`src/rtl/preview_pkg.sv`:
```
`default_nettype none

package preview_pkg;

    // region of interest
    localparam int ROI_WIDTH    = 8;
    localparam int ROI_HEIGHT   = 4;
    localparam int FRAME_PIXELS = ROI_WIDTH * ROI_HEIGHT;
    localparam int POS_WIDTH    = 16;
    localparam int PIXEL_WIDTH  = 8;

    // host command words
    localparam int CMD_BYTES       = 6;
    localparam int CMD_ADDR_WIDTH  = 16;
    localparam int CMD_DATA_WIDTH  = 32;
    localparam int CMD_COUNT_WIDTH = $clog2(CMD_BYTES);

    // "BIVFRAME" with 'B' leaving first
    localparam logic [63:0] MAGIC_NUM = 64'h42_49_56_46_52_41_4D_45;
    localparam int MAGIC_BYTES      = 8;
    localparam int HDR_INDEX_WIDTH  = $clog2(MAGIC_BYTES);

    // contrast constants with gain in unsigned 4.4
    localparam int GAIN_FRAC_BITS = 4;
    localparam logic [PIXEL_WIDTH-1:0] DEFAULT_GAIN = 8'd16;
    localparam logic [PIXEL_WIDTH-1:0] DEFAULT_BIAS = 8'd0;

    localparam int FIFO_DEPTH      = 16;
    localparam int FIFO_ADDR_WIDTH = $clog2(FIFO_DEPTH);

    typedef enum logic [CMD_ADDR_WIDTH-1:0] {
        REG_GAIN = 16'h0001,
        REG_BIAS = 16'h0002
    } cmd_addr_e;

    typedef enum logic {
        HEADER,
        PIXELS
    } ser_state_e;

endpackage

`default_nettype wire

```
`src/rtl/word_concatenator.sv`:
```
`timescale 1ns/1ps
`default_nettype none

module word_concatenator (
    input  logic                                     core_clk,
    input  logic                                     sys_reset,
    input  logic [preview_pkg::PIXEL_WIDTH-1:0]      byte_i,
    input  logic                                     byte_valid_i,
    output logic [preview_pkg::CMD_ADDR_WIDTH-1:0]   addr_o,
    output logic [preview_pkg::CMD_DATA_WIDTH-1:0]   data_o,
    output logic                                     word_valid_o
);
    import preview_pkg::*;

    logic [CMD_ADDR_WIDTH+CMD_DATA_WIDTH-1:0] shift_q;
    logic [CMD_COUNT_WIDTH-1:0]               count_q;

    // bytes arrive msb first, so older bytes move up
    always_ff @(posedge core_clk) begin
        if (byte_valid_i) begin
            shift_q <= {shift_q[CMD_ADDR_WIDTH+CMD_DATA_WIDTH-PIXEL_WIDTH-1:0], byte_i};
        end
    end

    always_ff @(posedge core_clk) begin
        if (sys_reset) begin
            count_q      <= '0;
            word_valid_o <= 1'b0;
        end else begin
            word_valid_o <= 1'b0;
            if (byte_valid_i) begin
                if (count_q == CMD_COUNT_WIDTH'(CMD_BYTES - 1)) begin
                    count_q      <= '0;
                    word_valid_o <= 1'b1;
                end else begin
                    count_q <= count_q + 1'b1;
                end
            end
        end
    end

    // whole word sits in the shift register during the pulse
    assign addr_o = shift_q[CMD_ADDR_WIDTH+CMD_DATA_WIDTH-1:CMD_DATA_WIDTH];
    assign data_o = shift_q[CMD_DATA_WIDTH-1:0];

endmodule

`default_nettype wire

```
`src/rtl/constants_controller.sv`:
```
`timescale 1ns/1ps
`default_nettype none

module constants_controller (
    input  logic                                     core_clk,
    input  logic                                     sys_reset,
    input  logic [preview_pkg::CMD_ADDR_WIDTH-1:0]   addr_i,
    input  logic [preview_pkg::CMD_DATA_WIDTH-1:0]   data_i,
    input  logic                                     word_valid_i,
    output logic [preview_pkg::PIXEL_WIDTH-1:0]      gain_o,
    output logic [preview_pkg::PIXEL_WIDTH-1:0]      bias_o
);
    import preview_pkg::*;

    cmd_addr_e reg_addr;

    assign reg_addr = cmd_addr_e'(addr_i);

    //////////////////////////////
    // register file
    //////////////////////////////

    always_ff @(posedge core_clk) begin
        if (sys_reset) begin
            gain_o <= DEFAULT_GAIN;
            bias_o <= DEFAULT_BIAS;
        end else if (word_valid_i) begin
            case (reg_addr)
                REG_GAIN: begin
                    gain_o <= data_i[PIXEL_WIDTH-1:0];
                end
                REG_BIAS: begin
                    bias_o <= data_i[PIXEL_WIDTH-1:0];
                end
                default: begin
                    // unknown address leaves both registers alone
                end
            endcase
        end
    end

endmodule

`default_nettype wire

```
`src/rtl/contrast_stage.sv`:
```
`timescale 1ns/1ps
`default_nettype none

module contrast_stage (
    input  logic                                  core_clk,
    input  logic                                  sys_reset,
    input  logic [preview_pkg::PIXEL_WIDTH-1:0]   a_i,
    input  logic [preview_pkg::PIXEL_WIDTH-1:0]   b_i,
    input  logic                                  sof_i,
    input  logic                                  valid_i,
    input  logic [preview_pkg::PIXEL_WIDTH-1:0]   gain_i,
    input  logic [preview_pkg::PIXEL_WIDTH-1:0]   bias_i,
    input  logic                                  ready_i,
    output logic                                  ready_o,
    output logic [preview_pkg::PIXEL_WIDTH-1:0]   data_o,
    output logic                                  sof_o,
    output logic                                  valid_o
);
    import preview_pkg::*;

    logic                        accept;
    logic [POS_WIDTH-1:0]        col_q;
    logic [POS_WIDTH-1:0]        row_q;
    logic [POS_WIDTH-1:0]        pix_col;
    logic [POS_WIDTH-1:0]        pix_row;
    logic [PIXEL_WIDTH-1:0]      diff;
    logic [2*PIXEL_WIDTH-1:0]    product;
    logic [2*PIXEL_WIDTH-GAIN_FRAC_BITS:0] sum;
    logic [PIXEL_WIDTH-1:0]      result;

    assign ready_o = !valid_o || ready_i;
    assign accept  = valid_i && ready_o;

    //////////////////////////////
    // position tracking
    //////////////////////////////

    // sof forces this pixel to the origin
    assign pix_col = sof_i ? '0 : col_q;
    assign pix_row = sof_i ? '0 : row_q;

    always_ff @(posedge core_clk) begin
        if (sys_reset) begin
            col_q <= '0;
            row_q <= '0;
        end else if (accept) begin
            if (pix_col == POS_WIDTH'(ROI_WIDTH - 1)) begin
                col_q <= '0;
                if (pix_row == POS_WIDTH'(ROI_HEIGHT - 1)) begin
                    row_q <= '0;
                end else begin
                    row_q <= pix_row + POS_WIDTH'(1);
                end
            end else begin
                col_q <= pix_col + POS_WIDTH'(1);
                row_q <= pix_row;
            end
        end
    end

    //////////////////////////////
    // contrast rule
    //////////////////////////////

    assign diff    = (a_i > b_i) ? (a_i - b_i) : (b_i - a_i);
    assign product = diff * gain_i;
    assign sum     = {1'b0, product[2*PIXEL_WIDTH-1:GAIN_FRAC_BITS]}
                   + (2*PIXEL_WIDTH-GAIN_FRAC_BITS+1)'(bias_i);
    // clamp to a byte
    assign result  = (sum > (2*PIXEL_WIDTH-GAIN_FRAC_BITS+1)'(255)) ? '1 : sum[PIXEL_WIDTH-1:0];

    // output register holds while downstream stalls
    always_ff @(posedge core_clk) begin
        if (sys_reset) begin
            valid_o <= 1'b0;
        end else if (accept) begin
            valid_o <= 1'b1;
        end else if (ready_i) begin
            valid_o <= 1'b0;
        end
    end

    always_ff @(posedge core_clk) begin
        if (accept) begin
            data_o <= result;
            sof_o  <= (pix_col == '0) && (pix_row == '0);
        end
    end

endmodule

`default_nettype wire

```
`src/rtl/stream_fifo.sv`:
```
`timescale 1ns/1ps
`default_nettype none

module stream_fifo (
    input  logic                                  core_clk,
    input  logic                                  sys_reset,
    input  logic [preview_pkg::PIXEL_WIDTH-1:0]   wr_data_i,
    input  logic                                  wr_sof_i,
    input  logic                                  wr_valid_i,
    input  logic                                  rd_pop_i,
    output logic                                  wr_ready_o,
    output logic [preview_pkg::PIXEL_WIDTH-1:0]   rd_data_o,
    output logic                                  rd_sof_o,
    output logic                                  rd_valid_o
);
    import preview_pkg::*;

    // each entry is {sof tag, pixel}
    logic [PIXEL_WIDTH:0]       mem [FIFO_DEPTH];
    logic [FIFO_ADDR_WIDTH-1:0] wr_ptr_q;
    logic [FIFO_ADDR_WIDTH-1:0] rd_ptr_q;
    logic [FIFO_ADDR_WIDTH:0]   count_q;
    logic                       push;
    logic                       pop;

    assign wr_ready_o = (count_q != (FIFO_ADDR_WIDTH+1)'(FIFO_DEPTH));
    assign rd_valid_o = (count_q != '0);
    assign push       = wr_valid_i && wr_ready_o;
    assign pop        = rd_pop_i && rd_valid_o;

    always_ff @(posedge core_clk) begin
        if (push) begin
            mem[wr_ptr_q] <= {wr_sof_i, wr_data_i};
        end
    end

    //////////////////////////////
    // pointers and occupancy
    //////////////////////////////

    always_ff @(posedge core_clk) begin
        if (sys_reset) begin
            wr_ptr_q <= '0;
            rd_ptr_q <= '0;
            count_q  <= '0;
        end else begin
            if (push) begin
                wr_ptr_q <= wr_ptr_q + 1'b1;
            end
            if (pop) begin
                rd_ptr_q <= rd_ptr_q + 1'b1;
            end
            if (push && !pop) begin
                count_q <= count_q + 1'b1;
            end else if (pop && !push) begin
                count_q <= count_q - 1'b1;
            end
        end
    end

    // show-ahead head entry
    assign rd_sof_o  = mem[rd_ptr_q][PIXEL_WIDTH];
    assign rd_data_o = mem[rd_ptr_q][PIXEL_WIDTH-1:0];

endmodule

`default_nettype wire

```
`src/rtl/frame_serializer.sv`:
```
`timescale 1ns/1ps
`default_nettype none

module frame_serializer (
    input  logic                                  core_clk,
    input  logic                                  sys_reset,
    input  logic [preview_pkg::PIXEL_WIDTH-1:0]   fifo_data_i,
    input  logic                                  fifo_sof_i,
    input  logic                                  fifo_valid_i,
    input  logic                                  tx_ready_i,
    output logic                                  fifo_pop_o,
    output logic [preview_pkg::PIXEL_WIDTH-1:0]   tx_data_o,
    output logic                                  tx_valid_o
);
    import preview_pkg::*;

    ser_state_e                 state_q;
    logic [HDR_INDEX_WIDTH-1:0] hdr_idx_q;
    logic                       hdr_sent_q;
    logic [PIXEL_WIDTH-1:0]     magic_byte;
    logic                       head_needs_hdr;
    logic                       tx_fire;

    // index 0 picks the top byte
    assign magic_byte = MAGIC_NUM[(MAGIC_BYTES - 1 - int'(hdr_idx_q)) * PIXEL_WIDTH +: PIXEL_WIDTH];

    assign head_needs_hdr = fifo_valid_i && fifo_sof_i && !hdr_sent_q;

    //////////////////////////////
    // byte mux
    //////////////////////////////

    always_comb begin
        if (state_q == HEADER) begin
            tx_valid_o = 1'b1;
            tx_data_o  = magic_byte;
        end else begin
            // frame start pixel waits for its header
            tx_valid_o = fifo_valid_i && !head_needs_hdr;
            tx_data_o  = fifo_data_i;
        end
    end

    assign tx_fire    = tx_valid_o && tx_ready_i;
    assign fifo_pop_o = (state_q == PIXELS) && tx_fire;

    //////////////////////////////
    // FSM
    //////////////////////////////

    always_ff @(posedge core_clk) begin
        if (sys_reset) begin
            state_q    <= PIXELS;
            hdr_idx_q  <= '0;
            hdr_sent_q <= 1'b0;
        end else begin
            case (state_q)
                HEADER: begin
                    if (tx_fire) begin
                        if (hdr_idx_q == HDR_INDEX_WIDTH'(MAGIC_BYTES - 1)) begin
                            hdr_idx_q  <= '0;
                            hdr_sent_q <= 1'b1;
                            state_q    <= PIXELS;
                        end else begin
                            hdr_idx_q <= hdr_idx_q + 1'b1;
                        end
                    end
                end
                default: begin
                    if (head_needs_hdr) begin
                        state_q <= HEADER;
                    end else if (tx_fire) begin
                        // header credit is spent on the popped pixel
                        hdr_sent_q <= 1'b0;
                    end
                end
            endcase
        end
    end

endmodule

`default_nettype wire

```
`src/rtl/preview_top.sv`:
```
`timescale 1ns/1ps
`default_nettype none

module preview_top (
    input  logic                                  core_clk,
    input  logic                                  sys_reset,
    input  logic [preview_pkg::PIXEL_WIDTH-1:0]   cmd_byte_i,
    input  logic                                  cmd_valid_i,
    input  logic [preview_pkg::PIXEL_WIDTH-1:0]   pixel_a_i,
    input  logic [preview_pkg::PIXEL_WIDTH-1:0]   pixel_b_i,
    input  logic                                  pixel_sof_i,
    input  logic                                  pixel_valid_i,
    input  logic                                  tx_ready_i,
    output logic                                  pixel_ready_o,
    output logic [preview_pkg::PIXEL_WIDTH-1:0]   tx_data_o,
    output logic                                  tx_valid_o
);
    import preview_pkg::*;

    //////////////////////////////
    // command path
    //////////////////////////////

    logic [CMD_ADDR_WIDTH-1:0] cmd_addr;
    logic [CMD_DATA_WIDTH-1:0] cmd_data;
    logic                      cmd_word_valid;
    logic [PIXEL_WIDTH-1:0]    gain;
    logic [PIXEL_WIDTH-1:0]    bias;

    word_concatenator u_word_concatenator (
        .core_clk     (core_clk),
        .sys_reset    (sys_reset),
        .byte_i       (cmd_byte_i),
        .byte_valid_i (cmd_valid_i),
        .addr_o       (cmd_addr),
        .data_o       (cmd_data),
        .word_valid_o (cmd_word_valid)
    );

    constants_controller u_constants_controller (
        .core_clk     (core_clk),
        .sys_reset    (sys_reset),
        .addr_i       (cmd_addr),
        .data_i       (cmd_data),
        .word_valid_i (cmd_word_valid),
        .gain_o       (gain),
        .bias_o       (bias)
    );

    //////////////////////////////
    // pixel path
    //////////////////////////////

    logic [PIXEL_WIDTH-1:0] px_data;
    logic                   px_sof;
    logic                   px_valid;
    logic                   px_ready;
    logic [PIXEL_WIDTH-1:0] fifo_data;
    logic                   fifo_sof;
    logic                   fifo_valid;
    logic                   fifo_pop;

    contrast_stage u_contrast_stage (
        .core_clk  (core_clk),
        .sys_reset (sys_reset),
        .a_i       (pixel_a_i),
        .b_i       (pixel_b_i),
        .sof_i     (pixel_sof_i),
        .valid_i   (pixel_valid_i),
        .gain_i    (gain),
        .bias_i    (bias),
        .ready_i   (px_ready),
        .ready_o   (pixel_ready_o),
        .data_o    (px_data),
        .sof_o     (px_sof),
        .valid_o   (px_valid)
    );

    stream_fifo u_stream_fifo (
        .core_clk   (core_clk),
        .sys_reset  (sys_reset),
        .wr_data_i  (px_data),
        .wr_sof_i   (px_sof),
        .wr_valid_i (px_valid),
        .rd_pop_i   (fifo_pop),
        .wr_ready_o (px_ready),
        .rd_data_o  (fifo_data),
        .rd_sof_o   (fifo_sof),
        .rd_valid_o (fifo_valid)
    );

    // host byte port
    frame_serializer u_frame_serializer (
        .core_clk     (core_clk),
        .sys_reset    (sys_reset),
        .fifo_data_i  (fifo_data),
        .fifo_sof_i   (fifo_sof),
        .fifo_valid_i (fifo_valid),
        .tx_ready_i   (tx_ready_i),
        .fifo_pop_o   (fifo_pop),
        .tx_data_o    (tx_data_o),
        .tx_valid_o   (tx_valid_o)
    );

endmodule

`default_nettype wire

```
`config.mk`:
```
export PLATFORM = sky130hd
export DESIGN_NAME = preview_top
export DESIGN_NICKNAME = d
export VERILOG_FILES = /design/src/rtl/preview_pkg.sv /design/src/rtl/word_concatenator.sv /design/src/rtl/constants_controller.sv /design/src/rtl/contrast_stage.sv /design/src/rtl/stream_fifo.sv /design/src/rtl/frame_serializer.sv /design/src/rtl/preview_top.sv
export SDC_FILE = /design/constraint.sdc
export NUM_CORES = 1
export LEC_CHECK = 0
export BUFFER_PORTS_ARGS = -buffer_cell sky130_fd_sc_hd__buf_2
export CAP_MARGIN = 40
export CORE_MARGIN = 1
export CORE_UTILIZATION = 45
export DETAILED_ROUTE_END_ITERATION = 10
export GPL_TIMING_DRIVEN = 0
export PLACE_DENSITY = 0.64
export SYNTH_ARGS = -nofsm -noshare
export SYNTH_HDL_FRONTEND = slang
export SYNTH_SLANG_ARGS = --single-unit
```
`constraint.sdc`:
```
create_clock -name core_clk -period 9.65 [get_ports core_clk]
set_clock_uncertainty 0.2 [all_clocks]
set_input_delay 1.4475 -clock core_clk [delete_from_list [all_inputs] [get_ports core_clk]]
set_output_delay 1.4475 -clock core_clk [all_outputs]
set_load 0.02 [all_outputs]
```
# After elaboration in Yosys (flattened, before gate mapping)

Memory sizes are Yosys's and may differ from the RTL's. A register that Yosys moved wholly into a read port is not among the register bits.
Index checks and enable logic that the tools add are counted.

$add $sub $neg: 12
Shifts and indexed selects: 1
Multiply operators: 1
Div/mod/pow operators: 0
Reduce and logical (&&, ||, !) cells: 30
Order comparisons: 2
Bitwise gates (word level): 2
Eq/ne operators: 8
Muxes and demuxes: 28

Operators by type and width:

| operator                   | number |
|---|---|
| $mux W16                   | 5 |
| $shiftx A64 B32 Y8 const A | 1 |
| $add A16 B1 Y16 const B    | 2 |
| $eq A16 B2 Y1 const B      | 2 |
| $logic_not A16 Y1          | 2 |
| $eq A16 B1 Y1 const B      | 1 |
| $eq A16 B3 Y1 const B      | 1 |
| $mul A8 B8 Y16             | 1 |
| $mux W8                    | 2 |
| $sub A8 B8 Y8              | 2 |
| $mux W1                    | 15 |
| $add A12 B8 Y13            | 1 |
| $gt A13 B8 Y1 const B      | 1 |
| $logic_and A1 B1 Y1        | 11 |
| $mux W5                    | 2 |
| $reduce_bool A2 Y1         | 5 |
| $add A4 B1 Y4 const B      | 2 |
| $gt A8 B8 Y1               | 1 |
| $mux W4                    | 2 |
| $add A3 B1 Y3 const B      | 2 |
| $eq A3 B3 Y1 const B       | 2 |
| $mux W3                    | 2 |
| $reduce_and A2 Y1          | 3 |
| $add A5 B1 Y5 const B      | 1 |
| 10 further kinds           | 15 |

Register bits after elaboration: 128
Bits in writable memories: 144
Memories kept: 1
Output and inout port bits: 10
Bits in latches: 0
Word-level logic and storage cells: 101
ROM bits: 0
Bits of input ports: 30

Memory list:

| name              | words | bits a word | rd ports | clocked after Yosys merged registers in | wr ports | line              | RTL |
|---|---|---|---|---|---|---|---|
| u_stream_fifo.mem | 16    | 9           | 1        | 1                                       | 1        | stream_fifo.sv:19 | `logic [PIXEL_WIDTH:0] mem [FIFO_DEPTH];` |

# Logic depth before layout (Yosys ltp)

Gate-level depths: netlist of the first run.

Word-level depth: 12
Mapped depth: 32
Mapped depth without buffers: 31

# Cells and area by module

A second synthesis of the first run with hierarchy kept.

Cell total of the unflattened synthesis: 1,209
Area, all modules: 14,631.5 um^2

Modules (own cells, without submodules):

| module               | cells each | sequential area each (um^2) | area each (um^2) | times used |
|---|---|---|---|---|
| stream_fifo          | 333        | 4,664.5                     | 6,373.6          | 1 |
| contrast_stage       | 681        | 930.9                       | 5,541.6          | 1 |
| word_concatenator    | 62         | 1,521.5                     | 1,596.5          | 1 |
| constants_controller | 81         | 320.3                       | 705.7            | 1 |
| frame_serializer     | 52         | 100.1                       | 414.1            | 1 |

# Worst setup path before layout of the first run

No wires, ideal clock.

Path type: input to register
From: in pixel_b_i[7] (netlist name)
To: reg u_contrast_stage.data_o[4] (netlist name), data pin
Library setup time: 288 ps
Required time: 9,162 ps
Slack: 882 ps
Stages: 31
Buffers on the path: 2
Arrival: 8,280 ps
Cells stage by stage: inv_1 -> ha_1 -> buf_4 -> nand4_1 -> or4_4 -> o21ai_2 -> mux2i_1 -> o21ai_1 -> a21oi_1 -> xnor2_1 -> nand2_1 -> fa_1 -> fa_1 -> inv_1 -> fa_1 -> inv_1 -> fa_1 -> inv_1 -> ha_1 -> o21ai_0 -> nor2_1 -> o41a_1 -> a21oi_1 -> xnor2_1 -> ha_1 -> or4bb_1 -> nor3_1 -> nor3_1 -> and4bb_1 -> buf_6 -> o2111ai_1

Word-level cells in the longest chain between the ends: 5
Elaborated cells on any way between the ends: 7
Those cells by class: 3 x add/sub; 1 x mul; 2 x order compare; 1 x mux

Ends and longest elaborated chain:

| what                                                 | line                 | RTL |
|---|---|---|
| start, declared                                      | preview_top.sv:10    | `input logic [preview_pkg::PIXEL_WIDTH-1:0] pixel_b_i,` |
| $sub A8 B8 Y8 / $gt A8 B8 Y1 (equally long branches) | contrast_stage.sv:65 | `assign diff = (a_i > b_i) ? (a_i - b_i) : (b_i - a_i);` |
| $mux W8 (*)                                          | contrast_stage.sv:65 |  |
| $mul A8 B8 Y16 (*)                                   | contrast_stage.sv:66 | `assign product = diff * gain_i;` |
| $add A12 B8 Y13 (*)                                  | contrast_stage.sv:68 | `+ (2*PIXEL_WIDTH-GAIN_FRAC_BITS+1)'(bias_i);` |
| $gt A13 B8 Y1                                        | contrast_stage.sv:70 | `assign result = (sum > (2*PIXEL_WIDTH-GAIN_FRAC_BITS+1)'(255)) ? '1 : sum[PIXEL_WIDTH-1:0];` |
| end signal, assigned                                 | contrast_stage.sv:85 | `data_o <= result;` |
| end, declared                                        | contrast_stage.sv:15 | `output logic [preview_pkg::PIXEL_WIDTH-1:0] data_o,` |

Mark *: on every way between the ends. The rest lies on a longest branch, timed or not.
A chain may end at the register's enable or synchronous reset.

# Worst setup path after layout of the first run

From: in pixel_a_i[5] (netlist name)
To: reg u_contrast_stage.data_o[3] (netlist name), data pin

Word-level cells in the longest chain between the ends: 5
Elaborated cells on any way between the ends: 7
Those cells by class: 3 x add/sub; 1 x mul; 2 x order compare; 1 x mux

Ends and longest elaborated chain:

| what                                                 | line                 | RTL |
|---|---|---|
| start, declared                                      | preview_top.sv:9     | `input logic [preview_pkg::PIXEL_WIDTH-1:0] pixel_a_i,` |
| $sub A8 B8 Y8 / $gt A8 B8 Y1 (equally long branches) | contrast_stage.sv:65 |  |
| $mux W8 (*)                                          | contrast_stage.sv:65 |  |
| $mul A8 B8 Y16 (*)                                   | contrast_stage.sv:66 |  |
| $add A12 B8 Y13 (*)                                  | contrast_stage.sv:68 |  |
| $gt A13 B8 Y1                                        | contrast_stage.sv:70 |  |

Marks and branches as above.

==> results of run 1 <==
==> logic make-up after synthesis <==
family | synth area share
muxes | 0.0928
buffers and inverters | 0.0393
AOI/OAI and AO/OA | 0.0696
xor gates and xnor gates | 0.0206
and+or+nand+nor | 0.115
adders and majority gates | 0.124
DFF | 0.539
==> where the power goes <==
part,internal [mW],total [mW],switching [mW]
clock,0.717,1.17,0.449
combinational,0.248,0.569,0.321
sequential,1.35,1.41,0.0551
==> metal layers <==
metal,vias up,routed length [um]
met5,-,0
met4,0,514
met3,44,1090
li1,4250,-
met2,178,13800
met1,4339,13000
==> synth_stat cells (4+ instances only) <==
library cell	count
fa_1	40
nand3_1	15
dfxtp_1	75
o21ai_0	45
mux4_2	45
nor3_1	15
xor2_1	13
buf_1	6
edfxtp_1	201
a32oi_1	4
a21o_1	9
mux2i_1	25
nor4_1	13
nor3b_1	7
xnor2_1	18
inv_1	108
clkbuf_1	26
nor2_1	113
ha_1	74
nor2b_1	10
and2_1	25
nand4_1	18
or3_1	10
and3_1	13
nand2_1	62
nand2b_1	8
a21oi_1	64
a22oi_1	5
==> cell type report <==
type	instances	area (sq um)	area share
inverter	108	405	0.0254
tap	396	495	0.0310
sequential	276	7540	0.472
clock inverter	15	201	0.0126
timing repair buffer	60	432	0.0270
buffer	35	144	0.00901
multi-input combinational	704	5920	0.371
clock buffer	39	833	0.0522
==> stage by stage <==
step / cell area, sq um / hold WS [ps] / setup WS, ps / utilization / setup TNS, ps
floorplan: 14000 / 200 / 882 / - / 0
global placement: 14700 / 201 / 108 / 0.479 / 0
detailed placement: 14900 / 205 / -54.3 / 0.488 / -280
CTS: 16000 / 215 / 496 / 0.522 / 0
global route: 16000 / 219 / 88.5 / 0.522 / 0
finish: 16000 / 217 / 604 / 0.522 / 0
==> path summary, 6_finish.rpt <==
path,start,end,cells after the start
worst max-delay path,pixel_a_i[5],u_contrast_stage.data_o[3]$_SDFFCE_PN1P_,31
worst min-delay path,u_word_concatenator.shift_q[11]$_DFFE_PP_,u_word_concatenator.shift_q[19]$_DFFE_PP_,0
worst max register to register,u_constants_controller.gain_o[7]$_SDFFE_PP0P_,u_contrast_stage.data_o[3]$_SDFFCE_PN1P_,21
worst min register to register,u_word_concatenator.shift_q[11]$_DFFE_PP_,u_word_concatenator.shift_q[19]$_DFFE_PP_,0
==> state kept, by name, indices dropped and copies added (netlist names), named ones only <==
| signal | count |
|---|---|
| u_stream_fifo.mem | 144 |
| u_contrast_stage.row_q | 16 |
| u_contrast_stage.sof_o | 1 |
| u_stream_fifo.rd_ptr_q | 4 |
| u_contrast_stage.data_o | 8 |
| u_word_concatenator.shift_q | 48 |
| u_frame_serializer.state_q | 1 |
| u_constants_controller.bias_o | 8 |
| u_stream_fifo.wr_ptr_q | 4 |
| u_frame_serializer.hdr_idx_q | 3 |
| u_word_concatenator.count_q | 3 |
| u_word_concatenator.word_valid_o | 1 |
| u_stream_fifo.count_q | 5 |
| u_contrast_stage.valid_o | 1 |
| u_constants_controller.gain_o | 8 |
| u_contrast_stage.col_q | 16 |
| u_frame_serializer.hdr_sent_q | 1 |
==> results.py, run 1 <==
metrics = {
    "final_layout": {
        "final_common_cell": "edfxtp_1",
        "num-nets-final": 1358,
        "drive_gt1_frac": 0.141,
        "antenna_cells": 0,
        "final.fill_count": 2622,
        "final_cell_mix": "edfxtp_1, nor2_1, inv_1, dfxtp_1, ha_1",
        "stdcell_count": 1633,
        "area_growth_pct": 14.2,
    },
    "global_routing": {
        "grt_overflow_total": 0,
        "use_met1": 0.256,
        "gr-usage-met3": 0.0202,
        "grt.busiest_layer": "met2",
        "antenna_found_initial": 0,
        "grt.total_usage": 0.184,
        "met2_usage": 0.307,
        "grt_start_max_net_pins": 41,
        "grt_pass1_vias": 8652,
        "grt_first_pass_wirelength_mm": 45.5,
    },
    "route": {
        "totalWireLength_mm": 28.4,
        "via_per_inst": 5.40,
        "drtIter0Drc": 535,
        "drc": 0,
        "via_count": 8811,
        "drtPass1Iterations": 5,
        "wire_per_inst_um": 17.4,
        "antenna_left": 0,
    },
    "worst_setup_path": {
        "rrSetupSlack_ps": 3400,
        "worstSetupPathType": "input pin to register",
        "critical_path.max_stage_delay_ps": 540,
        "arrival_ps": 9070,
        "critPathSlowestCell": "fa_1",
        "critPathRequiredTime_ps": 9670,
        "cp_max_fo": 8,
        "critical-path-top-delay-family": "adder cells",
        "cp-end-kind": "register",
        "cp-start-kind": "input pin",
        "critical_path_buf_inv_count": 6,
    },
    "timing": {
        "min_period_ps": 9050,
        "final-max-slew-violation-count": 0,
        "final-setup-viol-count": 0,
        "rsz0062_at_grt": "no",
        "fmax_mhz": 111,
        "fin_crit_sh": 0.937,
        "hold_viol_final": 0,
        "worst_pin_slew_ps": 822,
        "slew_headroom": 0.452,
    },
    "yosys": {
        "ys_seq_elements": 276,
        "synth_cell_types": 65,
        "syn_area_sq_um": 14000,
        "synth_edf_count": 201,
        "syn_area_per_cell_sq_um": 12.4,
        "syn_inst": 1123,
        "ys_seq_area_frac": 0.539,
        "synth_area_leaders": "edfxtp_1, dfxtp_1, mux4_2",
        "yosys_warnings": 0,
        "synth_top_area_share": 0.432,
        "synth_area_leader_cell": "edfxtp_1",
        "syn_nets": 1267,
        "ys.flop_type": "edfxtp_1",
        "async_reset_ff_frac": 0,
    },
    "floorplan": {
        "core_sq_um": 30600,
        "die_w_um": 178,
        "rows": 64,
        "initial_utilization": 0.457,
        "die_h_um": 178,
        "dieArea_sq_um": 31800,
        "io_pins": 40,
    },
    "placement": {
        "hpwl_mm": 21.2,
        "gp_congestion": 0.807,
        "dp_cells": 1579,
        "io_buffers": 38,
    },
    "clock_network": {
        "clk_pin_slew_ps": 60,
        "cts.path.max_buffers": 3,
        "post_cts_buffers": 0,
        "h-tree-depth": 1,
        "cts_buffers": 29,
        "clockRootBuffer": "clkbuf_16",
        "hold_buffers": 0,
        "ctsResizeCount": 0,
        "cts_tree": "done",
        "clock-sinks": 276,
        "clk_latency_ps": 550,
    },
    "pwr": {
        "max-vdd-ir-drop_mv": 0.121,
        "p_total_mw": 3.14,
        "p_per_area_nw_per_um2": 197,
        "p_leak_nw": 5.99,
    },
    "status": {
        "status": "finished clean",
    },
    "min_path": {
        "hp-class": "register to register",
    },
    "job": {
        "maxCapViolations": 0,
    },
}
Note: power is estimated with default switching activity, not from simulation.
==> run 2: changes to the inputs <==
--- a/config.mk
+++ b/config.mk
@@ -8,10 +8,10 @@
 export BUFFER_PORTS_ARGS = -buffer_cell sky130_fd_sc_hd__buf_2
 export CAP_MARGIN = 40
 export CORE_MARGIN = 1
-export CORE_UTILIZATION = 45
+export CORE_UTILIZATION = 60
 export DETAILED_ROUTE_END_ITERATION = 10
 export GPL_TIMING_DRIVEN = 0
-export PLACE_DENSITY = 0.64
+export PLACE_DENSITY = 0.8
 export SYNTH_ARGS = -nofsm -noshare
 export SYNTH_HDL_FRONTEND = slang
 export SYNTH_SLANG_ARGS = --single-unit
==> run 2 against run 1 <==
Net effect:
- first-iteration DRC count increased by 36%
- power decreased by 0.98%
- sequential cell count unchanged
- die area decreased by 25%
- clock power decreased by 4%
- hold slack improved by 1.4 ps
- critical path depth unchanged
- maximum frequency decreased by 1.7%
- core utilization increased by 17 points
- worst setup slack got worse by 160 ps
- final area decreased by 1.5%
- wire length increased by 6.9%
- critical endpoint is now u_contrast_stage.data_o[6]$_SDFFCE_PN1P_
- largest cell class unchanged
- largest power group unchanged
==> results.py, run 2 (same netlist as run 1, synthesis figures left out) <==
metrics = {
    "global_routing": {
        "grt_start_max_net_pins": 33,
        "grt_first_pass_wirelength_mm": 48.4,
        "grt_pass1_vias": 9279,
        "antenna_found_initial": 0,
        "grt.total_usage": 0.262,
        "grt_overflow_total": 0,
    },
    "pwr": {
        "pwr-share-seq": 0.453,
        "max-vdd-ir-drop_mv": 0.113,
        "comb_power_share": 0.186,
        "p_int_mw": 2.27,
        "p_per_area_nw_per_um2": 198,
        "p_leak_nw": 5.94,
        "switching_share": 0.271,
        "power.clock.fraction": 0.361,
        "switching_power_mw": 0.843,
    },
    "placement": {
        "io_buffers": 38,
        "hpwl_mm": 20.9,
        "gp_congestion": 0.845,
    },
    "clock_network": {
        "h-tree-depth": 1,
        "cts.path.max_buffers": 3,
        "ctsResizeCount": 0,
        "cts_buffers": 28,
        "clockRootBuffer": "clkbuf_16",
        "clk_latency_ps": 550,
        "post_cts_buffers": 0,
        "clock-sinks": 276,
        "hold_buffers": 0,
        "clk_pin_slew_ps": 60,
        "cts_tree": "done",
    },
    "final_layout": {
        "final_cell_mix": "edfxtp_1, nor2_1, inv_1, dfxtp_1, ha_1",
        "final_common_cell": "edfxtp_1",
        "antenna_cells": 0,
        "largest-register": "u_stream_fifo.mem",
        "final.fill_count": 1549,
        "multi_input_area_sq_um": 5910,
        "regArea_sq_um": 7540,
        "top_regs": "u_stream_fifo.mem x144, u_word_concatenator.shift_q x48",
        "largest_reg_flops": 144,
        "area_growth_pct": 12.5,
        "drive_gt1_frac": 0.137,
        "num-nets-final": 1357,
    },
    "route": {
        "top_layer_used": "met4",
        "via_per_inst": 6.05,
        "antenna_left": 0,
        "drc": 0,
        "drtPass1Iterations": 5,
        "totalWireLength_mm": 30.3,
        "route.met2.wl_mm": 15.2,
        "wl_met3_mm": 1.79,
        "drtIter0Drc": 727,
        "via_count": 9201,
        "wire_per_inst_um": 19.9,
        "wl_met1_mm": 12.5,
    },
    "timing": {
        "holdWs_ps": 219,
        "rsz0062_at_grt": "no",
        "slew_headroom": 0.410,
        "worst_pin_slew_ps": 885,
        "fmax_mhz": 109,
        "fin_crit_sh": 0.954,
        "min_period_ps": 9210,
        "final-setup-viol-count": 0,
        "tns_ps": 0,
        "final-max-slew-violation-count": 0,
        "hold_viol_final": 0,
    },
    "floorplan": {
        "initial_utilization": 0.615,
        "io_pins": 40,
        "rows": 55,
        "core_sq_um": 22700,
        "die_w_um": 155,
        "dieArea_sq_um": 23900,
        "die_h_um": 155,
    },
    "worst_setup_path": {
        "critical_path.max_stage_delay_ps": 590,
        "reg2regPathDepth": 21,
        "cp-end-kind": "register",
        "cp-start-kind": "input pin",
        "critPathSlowestCell": "xnor2_1",
        "crit_start": "pixel_a_i[5]",
        "arrival_ps": 9200,
        "r2r_end": "u_contrast_stage.data_o[6]$_SDFFCE_PN1P_",
        "critPathRequiredTime_ps": 9650,
        "rrSetupSlack_ps": 3340,
        "timing.rr.start": "u_constants_controller.gain_o[6]$_SDFFE_PP0P_",
        "worstSetupPathType": "input pin to register",
        "crit_end": "u_contrast_stage.data_o[6]$_SDFFCE_PN1P_",
        "cp_max_fo": 8,
    },
    "job": {
        "maxCapViolations": 0,
    },
    "min_path": {
        "hp-class": "register to register",
    },
    "status": {
        "status": "finished clean",
    },
}
## run 2: worst min-delay path by stage
stage	start	endpoint	slack, ps	depth (start not counted)
global placement	u_word_concatenator.shift_q[17]$_DFFE_PP_	u_word_concatenator.shift_q[25]$_DFFE_PP_	200	0
global route	u_word_concatenator.shift_q[28]$_DFFE_PP_	u_word_concatenator.shift_q[36]$_DFFE_PP_	220	0
finish	u_word_concatenator.shift_q[13]$_DFFE_PP_	u_word_concatenator.shift_q[21]$_DFFE_PP_	220	0
floorplan	u_word_concatenator.shift_q[8]$_DFFE_PP_	u_word_concatenator.shift_q[16]$_DFFE_PP_	200	0
detailed placement	u_word_concatenator.shift_q[19]$_DFFE_PP_	u_word_concatenator.shift_q[27]$_DFFE_PP_	200	0
CTS	u_word_concatenator.shift_q[13]$_DFFE_PP_	u_word_concatenator.shift_q[21]$_DFFE_PP_	220	0
## run 2: critical path: cells and delay by family
kind | cells | cell delay (ps)
AOI/OAI and AO/OA | 6 | 1220
xor gates and xnor gates | 2 | 670
adders and majority gates | 7 | 3090
buffers and inverters | 6 | 400
muxes | 1 | 200
and+or+nand+nor | 9 | 2160
## run 2: power by group through the flow
| stage | sequential (mW) | clock, mW | combinational (mW) |
|---|---|---|---|
| after global routing | 1.41 | 1.17 | 0.636 |
| after CTS | 1.41 | 1.13 | 0.575 |
| after detailed placement | 1.43 | 0 | 0.569 |
| after floorplan | 1.41 | 0 | 0.420 |
| after global placement | 1.43 | 0 | 0.540 |
| final | 1.41 | 1.12 | 0.578 |
## run 2: area by class of cell
type,instances,share of cell area
flip-flops and latches,276,0.479
clock buffers,37,0.0486
plain buffers,35,0.00915
repair buffers,60,0.0260
inverters,108,0.0258
multi-input cells,704,0.376
clock inverters,15,0.0127
well taps,285,0.0227
## run 2: per-stage QoR
step / total power [mW] / util / std cells / cell area (sq um) / setup WS (ps)
3_3_place_gp: 1.97 / 0.640 / 1446 / 14500 / 167
4_1_cts: 3.11 / 0.692 / 1519 / 15700 / 517
5_1_grt: 3.22 / 0.693 / 1520 / 15700 / 19.8
6_report: 3.11 / 0.693 / 1520 / 15700 / 445
2_1_floorplan: 1.83 / - / 1123 / 14000 / 882
3_5_place_dp: 2.00 / 0.650 / 1467 / 14800 / 55.3
## run 2: routing by layer
metal  global-route usage  vias up
li1                     -     4240
met3               0.0336       60
met1                0.336     4515
met4               0.0853        0
met5                    0        -
met2                0.463      386
==> run 3: changes to the inputs <==
==> constraint.sdc (replaced) <==
create_clock -name core_clk -period 9.65 [get_ports core_clk]
set_clock_uncertainty 0.2 [all_clocks]
set_input_delay 0.4825 -clock core_clk [delete_from_list [all_inputs] [get_ports core_clk]]
set_output_delay 0.4825 -clock core_clk [all_outputs]
set_load 0.02 [all_outputs]
==> run 3 against run 2 <==
Net effect:
- worst setup slack gained 990 ps
- final cell count rose by 0.59%
- sequential cell count is the same
- via count is essentially flat
- first-iteration DRC count increased by 1.8%
- sequential power hardly changed
==> results.py, run 3 (same netlist as run 1, synthesis figures left out) <==
metrics = {
    "timing": {
        "fin_crit_sh": 0.851,
        "final-setup-viol-count": 0,
        "rsz0062_at_grt": "no",
        "slew_headroom": 0.423,
        "fmax_mhz": 122,
        "tns_ps": 0,
        "final-max-slew-violation-count": 0,
        "holdWs_ps": 125,
        "worst_pin_slew_ps": 865,
        "min_period_ps": 8210,
        "setup_slack_ps": 1440,
        "hold_viol_final": 0,
    },
    "global_routing": {
        "grt_first_pass_wirelength_mm": 48.7,
        "antenna_found_initial": 0,
        "grt_overflow_total": 0,
        "grt_start_max_net_pins": 33,
        "grt_pass1_vias": 9328,
        "grt.total_usage": 0.264,
    },
    "pwr": {
        "p_per_area_nw_per_um2": 197,
        "p_leak_nw": 5.98,
        "max-vdd-ir-drop_mv": 0.113,
    },
    "clock_network": {
        "cts.path.max_buffers": 3,
        "post_cts_buffers": 0,
        "clk_pin_slew_ps": 60,
        "h-tree-depth": 1,
        "hold_buffers": 9,
        "ctsResizeCount": 0,
        "clock-sinks": 276,
        "clk_latency_ps": 550,
        "cts_buffers": 28,
        "clockRootBuffer": "clkbuf_16",
        "cts_tree": "done",
    },
    "final_layout": {
        "final_common_cell": "edfxtp_1",
        "area_growth_pct": 13.2,
        "stdcell_count": 1529,
        "antenna_cells": 0,
        "regArea_sq_um": 7540,
        "final.fill_count": 1538,
        "fin_area_sq_um": 15800,
        "largest_reg_flops": 144,
        "final_cell_mix": "edfxtp_1, nor2_1, inv_1, dfxtp_1, ha_1",
        "drive_gt1_frac": 0.136,
        "largest-register": "u_stream_fifo.mem",
        "num-nets-final": 1366,
        "multi_input_area_sq_um": 5910,
        "top_regs": "u_stream_fifo.mem x144, u_word_concatenator.shift_q x48",
    },
    "worst_setup_path": {
        "critical_path_buf_inv_count": 6,
        "critical_path.max_stage_delay_ps": 570,
        "arrival_ps": 8210,
        "cp-start-kind": "input pin",
        "cp-end-kind": "register",
        "worstSetupPathType": "input pin to register",
        "cp_max_fo": 8,
        "critical-path-top-delay-family": "adder cells",
        "critPathSlowestCell": "xnor2_1",
        "critPathRequiredTime_ps": 9650,
    },
    "floorplan": {
        "rows": 55,
        "die_w_um": 155,
        "io_pins": 40,
        "dieArea_sq_um": 23900,
        "die_h_um": 155,
        "core_sq_um": 22700,
        "initial_utilization": 0.615,
    },
    "route": {
        "totalWireLength_mm": 30.4,
        "via_per_inst": 6.02,
        "via_count": 9207,
        "drtPass1Iterations": 5,
        "drtIter0Drc": 740,
        "wire_per_inst_um": 19.9,
        "drc": 0,
        "antenna_left": 0,
    },
    "placement": {
        "dp_cells": 1467,
        "gp_congestion": 0.845,
        "hpwl_mm": 20.9,
        "dp_slack_ps": 1020,
        "io_buffers": 38,
        "place_area_sq_um": 14800,
    },
    "job": {
        "maxCapViolations": 0,
    },
    "status": {
        "status": "finished clean",
    },
    "min_path": {
        "hp-class": "input pin to register",
    },
}
[run 3: cell count changes in the layout (fill, tap and decap cells not counted), sizes merged]
| cell | before | now |
|---|---|---|
| dlygate4sd3 | 0 | 9 |
[run 3: stage by stage]
stage / power [mW] / util
after floorplan: 1.83 / -
after global placement: 1.97 / 0.640
after detailed placement: 2.00 / 0.650
after CTS: 3.11 / 0.696
after global routing: 3.23 / 0.696
final: 3.11 / 0.696
[run 3: worst register-to-register path: cells and delay by family, from the launching register on]
kind,cells,cell delay [ps]
DFF,1,530
adders and majority gates,6,2780
AOI/OAI and AO/OA,3,650
buffers and inverters,4,270
xor gates and xnor gates,1,80
and+or+nand+nor,7,1460
[run 3: power breakdown]
part           internal, mW  total [mW]  switching [mW]  leakage, nW
clock                 0.669        1.12           0.456        0.469
sequential             1.35        1.41          0.0562         2.46
combinational         0.249       0.580           0.330         3.05
[run 3: area by class of cell]
cell class | count | share of cell area
timing repair buffer | 69 | 0.0316
clock buffer | 37 | 0.0483
multi-input combinational | 704 | 0.374
clock inverter | 15 | 0.0127
sequential | 276 | 0.477
inverter | 108 | 0.0256
buffer | 35 | 0.00910
tap | 285 | 0.0225
[run 3: path summary, 6_finish.rpt]
kind,start,endpoint,slack (ps),depth (start not counted)
setup / recovery,pixel_a_i[5],u_contrast_stage.data_o[6]$_SDFFCE_PN1P_,1440,31
hold / removal,tx_ready_i,u_frame_serializer.hdr_sent_q$_SDFFE_PP0P_,130,4
setup reg to reg,u_constants_controller.gain_o[7]$_SDFFE_PP0P_,u_contrast_stage.data_o[6]$_SDFFCE_PN1P_,3350,21
hold reg to reg,u_word_concatenator.shift_q[13]$_DFFE_PP_,u_word_concatenator.shift_q[21]$_DFFE_PP_,220,0
[run 3: routing by layer]
metal | share of wire | vias up | routed length, um | GRT usage
met1 | 0.40 | 4511 | 12200 | 0.338
met3 | 0.068 | 64 | 2070 | 0.0342
met2 | 0.50 | 370 | 15300 | 0.466
met4 | 0.027 | 0 | 825 | 0.0868
met5 | 0 | - | 0 | 0
li1 | - | 4262 | - | -
